[src/source/tetris_pkg.sv]
package tetris_pkg;

	////////////////////////////////////////////////////////////
	// Basic types
	////////////////////////////////////////////////////////////

	typedef logic [5:0] tile_code_t;	// Glyph or color index
	typedef logic [3:0] bcd_digit_t;

	// Tile memory address, row above column
	typedef struct packed {
		logic [4:0] row;
		logic [5:0] col;
	} tile_addr_t;

	typedef enum logic [2:0] {
		ST_START,
		ST_PLAYING,
		ST_PAUSE,
		ST_GAME_OVER,
		ST_NEW_GAME
	} game_state_e;

	////////////////////////////////////////////////////////////
	// Bundles between the blocks
	////////////////////////////////////////////////////////////

	typedef struct packed {
		game_state_e state;
		logic        frame_start;	// One cycle per frame
		logic        gravity_tick;	// Same cycle as frame_start
	} game_ctrl_t;

	typedef struct packed {
		bcd_digit_t [3:0] score_digits;	// [3] is thousands
		bcd_digit_t [3:0] line_digits;
		logic [4:0]       level;		// 1 .. 16
		logic             digits_valid;	// Low while converting
		logic [1:0]       spare;
	} score_disp_t;

	typedef struct packed {
		logic       en;
		tile_addr_t addr;
		tile_code_t data;
	} tile_wr_t;

	// Report from the playfield engine
	typedef struct packed {
		logic       valid;
		logic [2:0] count;	// Rows cleared, 0 .. 4
	} line_report_t;

	////////////////////////////////////////////////////////////
	// Game constants
	////////////////////////////////////////////////////////////

	localparam logic [7:0] KEY_PAUSE = 8'h50;	// 'P'
	localparam logic [7:0] KEY_NEW   = 8'h4E;	// 'N'

	localparam int VALUE_W = 14;	// Score and line counters
	localparam logic [4:0] GRAVITY_BASE = 5'd21;	// Frames per drop is this minus level
	localparam logic [4:0] LEVEL_MAX = 5'd16;
	localparam logic [VALUE_W-1:0] LINES_PER_LEVEL = 14'd8;
	localparam logic [VALUE_W-1:0] SCORE_MAX = 14'd9999;	// Fits four digits
	localparam logic [3:0] TETRIS_BONUS = 4'd8;	// Points for four rows at once

	localparam tile_code_t DIGIT_BASE = 6'd35;	// Glyph of '0'
	localparam tile_code_t BLANK_TILE = 6'd0;

	// Screen layout
	localparam logic [4:0] SCORE_ROW    = 5'd8;
	localparam logic [5:0] SCORE_COL    = 6'd27;
	localparam logic [4:0] LEVEL_ROW    = 5'd14;
	localparam logic [5:0] LEVEL_COL    = 6'd32;
	localparam logic [4:0] LINES_ROW    = 5'd8;
	localparam logic [5:0] LINES_COL    = 6'd3;
	localparam logic [4:0] GAMEOVER_ROW = 5'd5;
	localparam logic [5:0] GAMEOVER_COL = 6'd14;

	// Letters of GAMEOVER
	localparam tile_code_t GLYPH_G = 6'd49;
	localparam tile_code_t GLYPH_A = 6'd45;
	localparam tile_code_t GLYPH_M = 6'd52;
	localparam tile_code_t GLYPH_E = 6'd48;
	localparam tile_code_t GLYPH_O = 6'd54;
	localparam tile_code_t GLYPH_V = 6'd60;
	localparam tile_code_t GLYPH_R = 6'd56;

	// Tiles written per frame
	localparam logic [3:0] PLAY_WRITES = 4'd12;
	localparam logic [3:0] OVER_WRITES = 4'd8;

endpackage

[src/source/bcd_convert.sv]
module bcd_convert
	import tetris_pkg::*;
(
	input  logic               clk,
	input  logic               rst_n,
	input  logic               start,
	input  logic [VALUE_W-1:0] value,
	output bcd_digit_t [3:0]   digits,
	output logic               busy
);

	logic [VALUE_W-1:0] bin_q;	// Binary bits still to shift in
	logic [15:0]        bcd_q;	// Partial BCD result
	logic [15:0]        adj;
	logic [15:0]        shifted;
	logic [3:0]         shift_cnt;

	// Add 3 to any digit of 5 or more before the shift
	always_comb
	begin
		for (int i = 0; i < 4; i++)
		begin
			if (bcd_q[i*4 +: 4] >= 4'd5)
				adj[i*4 +: 4] = bcd_q[i*4 +: 4] + 4'd3;
			else
				adj[i*4 +: 4] = bcd_q[i*4 +: 4];
		end
	end

	assign shifted = {adj[14:0], bin_q[VALUE_W-1]};	// MSB first

	always_ff @(posedge clk)
	begin
		if (start)
		begin
			bin_q <= value;	// Load cycle
			bcd_q <= '0;
		end
		else if (busy)
		begin
			bin_q <= bin_q << 1;
			bcd_q <= shifted;
		end
	end

	always_ff @(posedge clk or negedge rst_n)
	begin
		if (!rst_n)
		begin
			busy      <= 1'b0;
			shift_cnt <= '0;
			digits    <= '0;	// Shows 0 straight out of reset
		end
		else if (start)
		begin
			busy      <= 1'b1;
			shift_cnt <= '0;
		end
		else if (busy)
		begin
			shift_cnt <= shift_cnt + 4'd1;
			if (shift_cnt == 4'(VALUE_W - 1))
			begin
				busy   <= 1'b0;
				digits <= shifted;	// Only whole results leave here
			end
		end
	end

endmodule

[src/source/game_fsm.sv]
module game_fsm
	import tetris_pkg::*;
(
	input  logic       clk,
	input  logic       rst_n,
	input  logic       en,
	input  logic       key_valid,
	input  logic [7:0] key_code,
	input  logic       top_out,
	input  logic [4:0] level,
	output game_ctrl_t ctrl
);

	logic        en_q;
	logic        en_qq;
	logic        en_rise;
	logic        frame_start;
	logic        gravity_tick;
	logic        pause_pend;	// Pause key waiting for a frame
	logic        new_pend;	// New-game key waiting for a frame
	logic        top_pend;	// Top-out waiting for a frame
	logic [4:0]  grav_cnt;
	logic [4:0]  grav_period;
	game_state_e state;

	assign en_rise     = en_q & ~en_qq;
	assign grav_period = GRAVITY_BASE - level;	// 20 frames at level 1, 5 at level 16

	////////////////////////////////////////////////////////////
	// Frame edge and gravity
	////////////////////////////////////////////////////////////

	always_ff @(posedge clk or negedge rst_n)
	begin
		if (!rst_n)
		begin
			en_q         <= 1'b0;
			en_qq        <= 1'b0;
			frame_start  <= 1'b0;
			gravity_tick <= 1'b0;
			grav_cnt     <= '0;
		end
		else
		begin
			en_q         <= en;
			en_qq        <= en_q;
			frame_start  <= en_rise;	// Lands one cycle after en is first seen
			gravity_tick <= 1'b0;
			if (state == ST_NEW_GAME)
				grav_cnt <= '0;	// Fresh piece timing
			else if (en_rise && state == ST_PLAYING)
			begin
				// >= covers a level-up that shortens the period
				if (grav_cnt + 5'd1 >= grav_period)
				begin
					gravity_tick <= 1'b1;
					grav_cnt     <= '0;
				end
				else
					grav_cnt <= grav_cnt + 5'd1;
			end
		end
	end

	////////////////////////////////////////////////////////////
	// Event latches and game FSM
	////////////////////////////////////////////////////////////

	always_ff @(posedge clk or negedge rst_n)
	begin
		if (!rst_n)
		begin
			state      <= ST_START;
			pause_pend <= 1'b0;
			new_pend   <= 1'b0;
			top_pend   <= 1'b0;
		end
		else
		begin
			if (frame_start)
			begin
				case (state)
					ST_START:
					begin
						if (new_pend)
						begin
							state    <= ST_NEW_GAME;
							new_pend <= 1'b0;
						end
					end
					ST_NEW_GAME:
					begin
						state      <= ST_PLAYING;	// One frame only
						pause_pend <= 1'b0;	// Stale events from before
						top_pend   <= 1'b0;
					end
					ST_PLAYING:
					begin
						if (top_pend)	// Loss beats pause
						begin
							state      <= ST_GAME_OVER;
							top_pend   <= 1'b0;
							pause_pend <= 1'b0;
						end
						else if (pause_pend)
						begin
							state      <= ST_PAUSE;
							pause_pend <= 1'b0;
						end
					end
					ST_PAUSE:
					begin
						top_pend <= 1'b0;
						if (pause_pend)
						begin
							state      <= ST_PLAYING;
							pause_pend <= 1'b0;
						end
					end
					ST_GAME_OVER:
					begin
						top_pend <= 1'b0;
						if (new_pend)
						begin
							state    <= ST_NEW_GAME;
							new_pend <= 1'b0;
						end
					end
					default: state <= ST_START;
				endcase
			end
			// Arrivals win over a clear in the same cycle
			if (key_valid && key_code == KEY_PAUSE)
				pause_pend <= 1'b1;
			if (key_valid && key_code == KEY_NEW && state != ST_PLAYING && state != ST_PAUSE)
				new_pend <= 1'b1;
			if (top_out)
				top_pend <= 1'b1;
		end
	end

	assign ctrl = '{state: state, frame_start: frame_start, gravity_tick: gravity_tick};

endmodule

[src/source/score_keeper.sv]
module score_keeper
	import tetris_pkg::*;
(
	input  logic         clk,
	input  logic         rst_n,
	input  game_state_e  state,
	input  line_report_t lines,
	output score_disp_t  disp
);

	logic [VALUE_W-1:0] score_q;
	logic [VALUE_W-1:0] score_next;
	logic [VALUE_W-1:0] line_cnt_q;
	logic [VALUE_W-1:0] line_cnt_next;
	logic [VALUE_W:0]   score_sum;	// One spare bit for the saturation test
	logic [VALUE_W:0]   line_sum;
	logic [VALUE_W-1:0] lvl_div;
	logic [3:0]         points;
	logic [4:0]         level_q;
	logic               count_en;
	logic               score_start;
	logic               lines_start;
	logic               score_busy;
	logic               lines_busy;
	bcd_digit_t [3:0]   score_digits;
	bcd_digit_t [3:0]   line_digits;

	assign count_en  = lines.valid && (state == ST_PLAYING);	// Reports in pause are dropped
	assign points    = (lines.count == 3'd4) ? TETRIS_BONUS : {1'b0, lines.count};
	assign score_sum = score_q + points;
	assign line_sum  = line_cnt_q + lines.count;
	assign lvl_div   = line_cnt_q / LINES_PER_LEVEL;

	always_comb
	begin
		score_next    = score_q;
		line_cnt_next = line_cnt_q;
		if (state == ST_NEW_GAME)
		begin
			score_next    = '0;
			line_cnt_next = '0;
		end
		else if (count_en)
		begin
			score_next    = (score_sum > SCORE_MAX) ? SCORE_MAX : score_sum[VALUE_W-1:0];
			line_cnt_next = (line_sum > SCORE_MAX) ? SCORE_MAX : line_sum[VALUE_W-1:0];	// Same 4-digit limit
		end
	end

	always_ff @(posedge clk or negedge rst_n)
	begin
		if (!rst_n)
		begin
			score_q     <= '0;
			line_cnt_q  <= '0;
			level_q     <= 5'd1;
			score_start <= 1'b0;
			lines_start <= 1'b0;
		end
		else
		begin
			score_q     <= score_next;
			line_cnt_q  <= line_cnt_next;
			score_start <= (score_next != score_q);	// Convert on the next cycle
			lines_start <= (line_cnt_next != line_cnt_q);
			// Level trails the line count by a cycle
			level_q <= (lvl_div >= 14'(LEVEL_MAX - 5'd1)) ? LEVEL_MAX : lvl_div[4:0] + 5'd1;
		end
	end

	bcd_convert score_bcd (
		.clk    (clk),
		.rst_n  (rst_n),
		.start  (score_start),
		.value  (score_q),
		.digits (score_digits),
		.busy   (score_busy)
	);

	bcd_convert lines_bcd (
		.clk    (clk),
		.rst_n  (rst_n),
		.start  (lines_start),
		.value  (line_cnt_q),
		.digits (line_digits),
		.busy   (lines_busy)
	);

	// Start strobes count as busy too, to close the gap before busy rises
	assign disp = '{
		score_digits: score_digits,
		line_digits:  line_digits,
		level:        level_q,
		digits_valid: ~(score_busy | lines_busy | score_start | lines_start),
		spare:        2'b00
	};

endmodule

[src/source/tile_writer.sv]
module tile_writer
	import tetris_pkg::*;
(
	input  logic        clk,
	input  logic        rst_n,
	input  game_ctrl_t  ctrl,
	input  score_disp_t disp,
	output tile_wr_t    tile_wr
);

	logic       wr_busy;
	logic       wr_over;	// GAMEOVER text instead of numbers
	logic [3:0] step;
	logic [3:0] last_step;
	logic [3:0] score_show;	// Per digit, not a leading zero
	logic [2:0] line_show;
	bcd_digit_t lvl_tens;
	bcd_digit_t lvl_ones;

	function automatic tile_code_t glyph(input bcd_digit_t d, input logic show);
		return show ? tile_code_t'(DIGIT_BASE + d) : BLANK_TILE;
	endfunction

	// Score is drawn times 100, so blanking runs over six digits
	assign score_show[3] = |disp.score_digits[3];
	assign score_show[2] = score_show[3] | (|disp.score_digits[2]);
	assign score_show[1] = score_show[2] | (|disp.score_digits[1]);
	assign score_show[0] = score_show[1] | (|disp.score_digits[0]);
	assign line_show[2]  = |disp.line_digits[3];
	assign line_show[1]  = line_show[2] | (|disp.line_digits[2]);
	assign line_show[0]  = line_show[1] | (|disp.line_digits[1]);

	assign lvl_tens  = (disp.level >= 5'd10) ? 4'd1 : 4'd0;	// Level is at most 16
	assign lvl_ones  = (disp.level >= 5'd10) ? 4'(disp.level - 5'd10) : disp.level[3:0];
	assign last_step = wr_over ? OVER_WRITES - 4'd1 : PLAY_WRITES - 4'd1;

	////////////////////////////////////////////////////////////
	// Step sequencer
	////////////////////////////////////////////////////////////

	always_ff @(posedge clk or negedge rst_n)
	begin
		if (!rst_n)
		begin
			wr_busy <= 1'b0;
			wr_over <= 1'b0;
			step    <= '0;
		end
		else if (ctrl.frame_start)	// Restarts even mid-sequence
		begin
			// Stale digits only matter for the number screen
			wr_busy <= (ctrl.state == ST_GAME_OVER) ||
			           (ctrl.state == ST_PLAYING && disp.digits_valid);
			wr_over <= (ctrl.state == ST_GAME_OVER);
			step    <= '0;
		end
		else if (wr_busy)
		begin
			if (step == last_step)
				wr_busy <= 1'b0;
			else
				step <= step + 4'd1;
		end
	end

	////////////////////////////////////////////////////////////
	// Address and glyph per step
	////////////////////////////////////////////////////////////

	always_comb
	begin
		tile_wr.en   = wr_busy;
		tile_wr.addr = '{row: SCORE_ROW, col: SCORE_COL};
		tile_wr.data = BLANK_TILE;
		if (wr_over)
		begin
			// GAME on the first row, OVER below
			tile_wr.addr.row = GAMEOVER_ROW + {4'd0, step[2]};
			tile_wr.addr.col = GAMEOVER_COL + {4'd0, step[1:0]};
			case (step[2:0])
				3'd0: tile_wr.data = GLYPH_G;
				3'd1: tile_wr.data = GLYPH_A;
				3'd2: tile_wr.data = GLYPH_M;
				3'd3: tile_wr.data = GLYPH_E;
				3'd4: tile_wr.data = GLYPH_O;
				3'd5: tile_wr.data = GLYPH_V;
				3'd6: tile_wr.data = GLYPH_E;
				default: tile_wr.data = GLYPH_R;
			endcase
		end
		else if (step <= 4'd5)	// Score, 27 .. 32
		begin
			tile_wr.addr.col = SCORE_COL + {2'b00, step};
			case (step)
				4'd0: tile_wr.data = glyph(disp.score_digits[3], score_show[3]);
				4'd1: tile_wr.data = glyph(disp.score_digits[2], score_show[2]);
				4'd2: tile_wr.data = glyph(disp.score_digits[1], score_show[1]);
				4'd3: tile_wr.data = glyph(disp.score_digits[0], score_show[0]);
				4'd4: tile_wr.data = glyph(4'd0, score_show[0]);
				default: tile_wr.data = glyph(4'd0, 1'b1);	// Last zero always shown
			endcase
		end
		else if (step <= 4'd7)	// Level, 32 .. 33
		begin
			tile_wr.addr.row = LEVEL_ROW;
			tile_wr.addr.col = LEVEL_COL + {5'd0, step[0]};
			tile_wr.data     = step[0] ? glyph(lvl_ones, 1'b1) : glyph(lvl_tens, |lvl_tens);
		end
		else	// Lines, 3 .. 6
		begin
			tile_wr.addr.row = LINES_ROW;
			tile_wr.addr.col = LINES_COL + {4'd0, step[1:0]};
			case (step[1:0])
				2'd0: tile_wr.data = glyph(disp.line_digits[3], line_show[2]);
				2'd1: tile_wr.data = glyph(disp.line_digits[2], line_show[1]);
				2'd2: tile_wr.data = glyph(disp.line_digits[1], line_show[0]);
				default: tile_wr.data = glyph(disp.line_digits[0], 1'b1);
			endcase
		end
	end

endmodule

[src/source/tetris_supervisor.sv]
module tetris_supervisor
	import tetris_pkg::*;
(
	input  logic         clk,
	input  logic         rst_n,
	input  logic         en,	// Frame level from video timing
	input  logic         key_valid,
	input  logic [7:0]   key_code,
	input  line_report_t lines,
	input  logic         top_out,
	output tile_wr_t     tile_wr,
	output logic [4:0]   level,
	output logic         gravity_tick,
	output logic         music_pause,
	output logic         music_game_over
);

	game_ctrl_t  ctrl;
	score_disp_t disp;

	////////////////////////////////////////////////////////////
	// Game control and scoring side by side
	////////////////////////////////////////////////////////////

	game_fsm u_game_fsm (
		.clk       (clk),
		.rst_n     (rst_n),
		.en        (en),
		.key_valid (key_valid),
		.key_code  (key_code),
		.top_out   (top_out),
		.level     (disp.level),	// Sets the gravity period
		.ctrl      (ctrl)
	);

	score_keeper u_score_keeper (
		.clk   (clk),
		.rst_n (rst_n),
		.state (ctrl.state),
		.lines (lines),
		.disp  (disp)
	);

	// Screen text from both
	tile_writer u_tile_writer (
		.clk     (clk),
		.rst_n   (rst_n),
		.ctrl    (ctrl),
		.disp    (disp),
		.tile_wr (tile_wr)
	);

	assign level           = disp.level;
	assign gravity_tick    = ctrl.gravity_tick;
	assign music_pause     = (ctrl.state != ST_PLAYING);	// Music runs only in play
	assign music_game_over = (ctrl.state == ST_GAME_OVER);

endmodule

[config.mk]
export PLATFORM = sky130hd
export DESIGN_NAME = tetris_supervisor
export DESIGN_NICKNAME = d
export VERILOG_FILES = /design/src/source/tetris_pkg.sv /design/src/source/bcd_convert.sv /design/src/source/game_fsm.sv /design/src/source/score_keeper.sv /design/src/source/tile_writer.sv /design/src/source/tetris_supervisor.sv
export SDC_FILE = /design/constraint.sdc
export NUM_CORES = 1
export LEC_CHECK = 0
export BUFFER_PORTS_ARGS = -buffer_cell sky130_fd_sc_hd__buf_4
export CAP_MARGIN = 5
export CORE_MARGIN = 2
export CORE_UTILIZATION = 55
export CTS_BUF_LIST = sky130_fd_sc_hd__clkbuf_8 sky130_fd_sc_hd__clkbuf_16
export DETAILED_ROUTE_END_ITERATION = 8
export PLACE_DENSITY = 0.72
export SLEW_MARGIN = 20
export SYNTH_ARGS = -nofsm -noshare
export SYNTH_HDL_FRONTEND = slang
export SYNTH_SLANG_ARGS = --single-unit
[constraint.sdc]
create_clock -name clk -period 6.5 [get_ports clk]
set_input_delay 1.3 -clock clk [delete_from_list [all_inputs] [get_ports clk]]
set_output_delay 1.3 -clock clk [all_outputs]
set_load 0.005 [all_outputs]
==> results.py <==
metrics = {
    "final_layout": {
        "fillCellCount": 1577,
        "antennaDiodeCount": 0,
        "area_growth_pct": 9.58,
        "multiInputGateArea_um2": 5640,
        "finish.utilization_pct": 61.4,
        "layout-drive-gt1-share_pct": 11.6,
        "finalNetCount": 1211,
        "layout_commonest_cell": "nor2_1",
        "storage_cell_area_um2": 3940,
        "stdcell_count": 1376,
        "layout_common_cells": "nor2_1, dfrtp_1, a21oi_1, o21ai_0, nand2_1",
    },
    "clocking": {
        "clk-insertion-delay-late_ns": 0.43,
        "cts_post_setup_buffers_inserted": 0,
        "post_cts_resized": 0,
        "cts-hold-fix-buffers": 0,
        "path_clk_slew_ns": 0.06,
        "cts-htree-levels": 4,
        "numCtsBuffers": 17,
        "clk_path_buf_depth": 2,
        "root_buffer": "clkbuf_16",
        "tritoncts_clock_tree": "built",
        "numClockSinks": 158,
    },
    "drt": {
        "avgViaCountPerCell": 6.03,
        "detailed_route_wl_um": 22400,
        "first_pass_iters": 5,
        "postRouteAntennaNets": 0,
        "post-route-drc-count": 0,
        "drt-wirelength-per-cell_um": 16.3,
        "num_vias": 8296,
        "detail_route.iter0.violations": 491,
    },
    "synth": {
        "seq_area_frac_synth_pct": 38.9,
        "netlist_area_um2": 10100,
        "synth.lib_cells_used.distinct": 80,
        "netlist_top_cells_area": "dfrtp_1, edfxtp_1, ha_1",
        "synth_flop_cell": "dfrtp_1",
        "synth_nets": 1219,
        "synth.ff_latch_count": 158,
        "synth-edff-count": 28,
        "netlist_instances": 1142,
        "async_flop_share_pct": 62.0,
        "syn-mean-instance-area_um2": 8.85,
        "yosys.area.top_type_share_pct": 24.0,
        "netlist.top_cell.by_area": "dfrtp_1",
        "synth-warning-count": 0,
    },
    "placed_design": {
        "hpwl_um": 15800,
        "pre_cts_slack_ns": 1.68,
        "numPlacedInstances": 1344,
        "portBuffers": 41,
        "final_estimated_routing_congestion_in_global_placement": 0.923,
    },
    "global_routing": {
        "grt.total_usage_pct": 23.9,
        "grt_pass1_vias": 7901,
        "grt_pass1_wl_um": 38500,
        "grt_start_max_net_pins": 57,
        "overflow": 0,
        "initial_antenna_violation_count": 0,
    },
    "sta": {
        "clock.fmax_ghz": 0.218,
        "worst-slew-pin-transition_ns": 0.865,
        "fin_crit_sh_pct": 70.7,
        "drv_slew": 0,
        "fin_ws_ns": 1.90,
        "whs_ns": 0.372,
        "layout_min_cycle_time_ns": 4.60,
        "clock_skew_ns": 0.00702,
        "setup_total_negative_slack_ns": 0,
        "timing_hold_violations_final": 0,
        "maxSlewHeadroom_pct": 42.2,
        "finalSetupViolCount": 0,
        "rsz0062_at_grt": "false",
    },
    "floorplan": {
        "placement_rows": 49,
        "initial_utilization_pct": 56.1,
        "fp.dieW_um": 140,
        "core_outline_area_um2": 18000,
        "die_y_um": 140,
        "ios": 43,
        "die_area_um2": 19500,
    },
    "worst_setup_path": {
        "worst_path_largest_cell_delay_ns": 0.62,
        "worst_setup_path_end_kind": "output port",
        "critPathSlowestCell": "dfrtp_1",
        "kind_of_start_point_of_the_critical_path": "flip-flop",
        "startpoint_to_endpoint_class_of_the_critical_path": "flip-flop to output port",
        "critical_path.most_common_cell": "nor2_1",
        "critical_path_peak_fanout": 14,
        "critPathArrivalTime_ns": 3.30,
        "cp.required_ns": 5.20,
        "regToRegStartpoint": "u_score_keeper.score_q[0]",
        "crit_start": "u_tile_writer.step[0]",
        "worstPathCellList": "inv_1, ha_1, or3_1, nor2_1, nand4_1, o311ai_0, nor2_1, a41oi_1, buf_4",
    },
    "hold_path": {
        "worst_hold_startpoint": "u_game_fsm.en_q",
        "worst_hold_path_type": "flip-flop to flip-flop",
    },
    "job": {
        "cap_violations": 0,
    },
    "power_and_ir_drop": {
        "p_leak_uw": 0.00468,
        "ir_drop_mv": 0.297,
        "pwr_density_cell_nw_per_um2": 434,
    },
    "outcome": {
        "status": "finished clean",
    },
}
==> Yosys cell counts, types with 6 or more instances <==
library cell,number
nand2_1,77
a31oi_1,11
clkbuf_1,57
nand2b_1,16
ha_1,58
nor3b_1,21
xor2_1,21
edfxtp_1,28
a21o_1,8
nor2b_1,9
dfrtp_1,97
mux2i_1,33
nand3_1,35
o221ai_1,6
xnor2_1,29
a21oi_1,89
o31ai_1,7
nor4_1,9
mux2_2,34
buf_2,6
nor3_1,23
buf_4,7
o22ai_1,12
nor2_1,130
a211oi_1,22
o21ai_0,82
inv_1,59
nand4_1,15
and2_1,14
dfxtp_1,32
==> stage by stage <==
step           total power, µW  cell area (µm²)
4_1_cts                   4830            11100
3_5_place_dp              3770            10400
5_1_grt                   5210            11100
2_1_floorplan             3170            10100
6_report                  4810            11100
3_3_place_gp              3720            10400
==> cells by family after synthesis <==
family                     Yosys count  share of synthesized area, %
AOI/OAI and AO/OA                  292                          18.3
xor gates and xnor gates            50                          4.33
adders and majority gates           60                          7.58
buffers and inverters              134                          5.39
DFF                                158                          38.9
muxes                               67                          7.06
other                                1                        0.0371
and+or+nand+nor                    380                          18.3
==> routing by layer <==
| layer | vias up | global-route usage (%) | part of all wire (%) |
|---|---|---|---|
| met5 | - | 0 | 0 |
| li1 | 4075 | - | - |
| met3 | 32 | 4.09 | 5.2 |
| met4 | 0 | 7.68 | 1.8 |
| met1 | 3941 | 32.6 | 46 |
| met2 | 248 | 39.2 | 47 |
==> path summary, 6_finish.rpt <==
path / to / cells after the start / slack [ns]
max reg2reg: u_score_keeper.score_q[12] / 12 / 2.62
min: u_game_fsm.en_qq / 0 / 0.37
max in group asynchronous: u_score_keeper.lines_bcd.digits[5] / 2 / 4.52
min in group asynchronous: u_score_keeper.score_q[11] / 1 / 0.93
max: tile_wr[4] / 9 / 1.90
min reg2reg: u_game_fsm.en_qq / 0 / 0.37
==> critical path, delay by kind of cell (launching register included) <==
kind / cells / cell delay [ns]
AOI/OAI and AO/OA: 2 / 0.38
adders and majority gates: 1 / 0.43
buffers and inverters: 2 / 0.37
DFF: 1 / 0.62
and+or+nand+nor: 4 / 1.05
==> layout make-up <==
type / count / share of cell area, %
Multi-Input combinational cell: 850 / 50.9
Tap cell: 229 / 2.59
Timing Repair Buffer: 48 / 3.25
Clock buffer: 21 / 4.54
Clock inverter: 11 / 1.16
Sequential cell: 158 / 35.6
Inverter: 59 / 2.00
==> state kept, by name, summed over array words and instances, names as in the netlist, 3 cells and up <==
name                                cells
u_score_keeper.score_bcd.bcd_q         16
u_score_keeper.lines_bcd.shift_cnt      4
u_score_keeper.score_q                 14
u_score_keeper.score_bcd.bin_q         14
u_score_keeper.score_bcd.shift_cnt      4
u_game_fsm.grav_cnt                     5
u_game_fsm.state                        3
u_score_keeper.score_bcd.digits        16
u_score_keeper.lines_bcd.bcd_q         16
u_score_keeper.lines_bcd.digits        16
u_tile_writer.step                      4
u_score_keeper.level_q                  5
u_score_keeper.lines_bcd.bin_q         14
u_score_keeper.line_cnt_q              14
==> report_power, final <==
group          switching (µW)  internal (µW)  total, µW
clock                     417            634       1050
sequential                356           1310       1670
combinational            1140            955       2090
No activity file was read; power rests on OpenSTA's default activity.
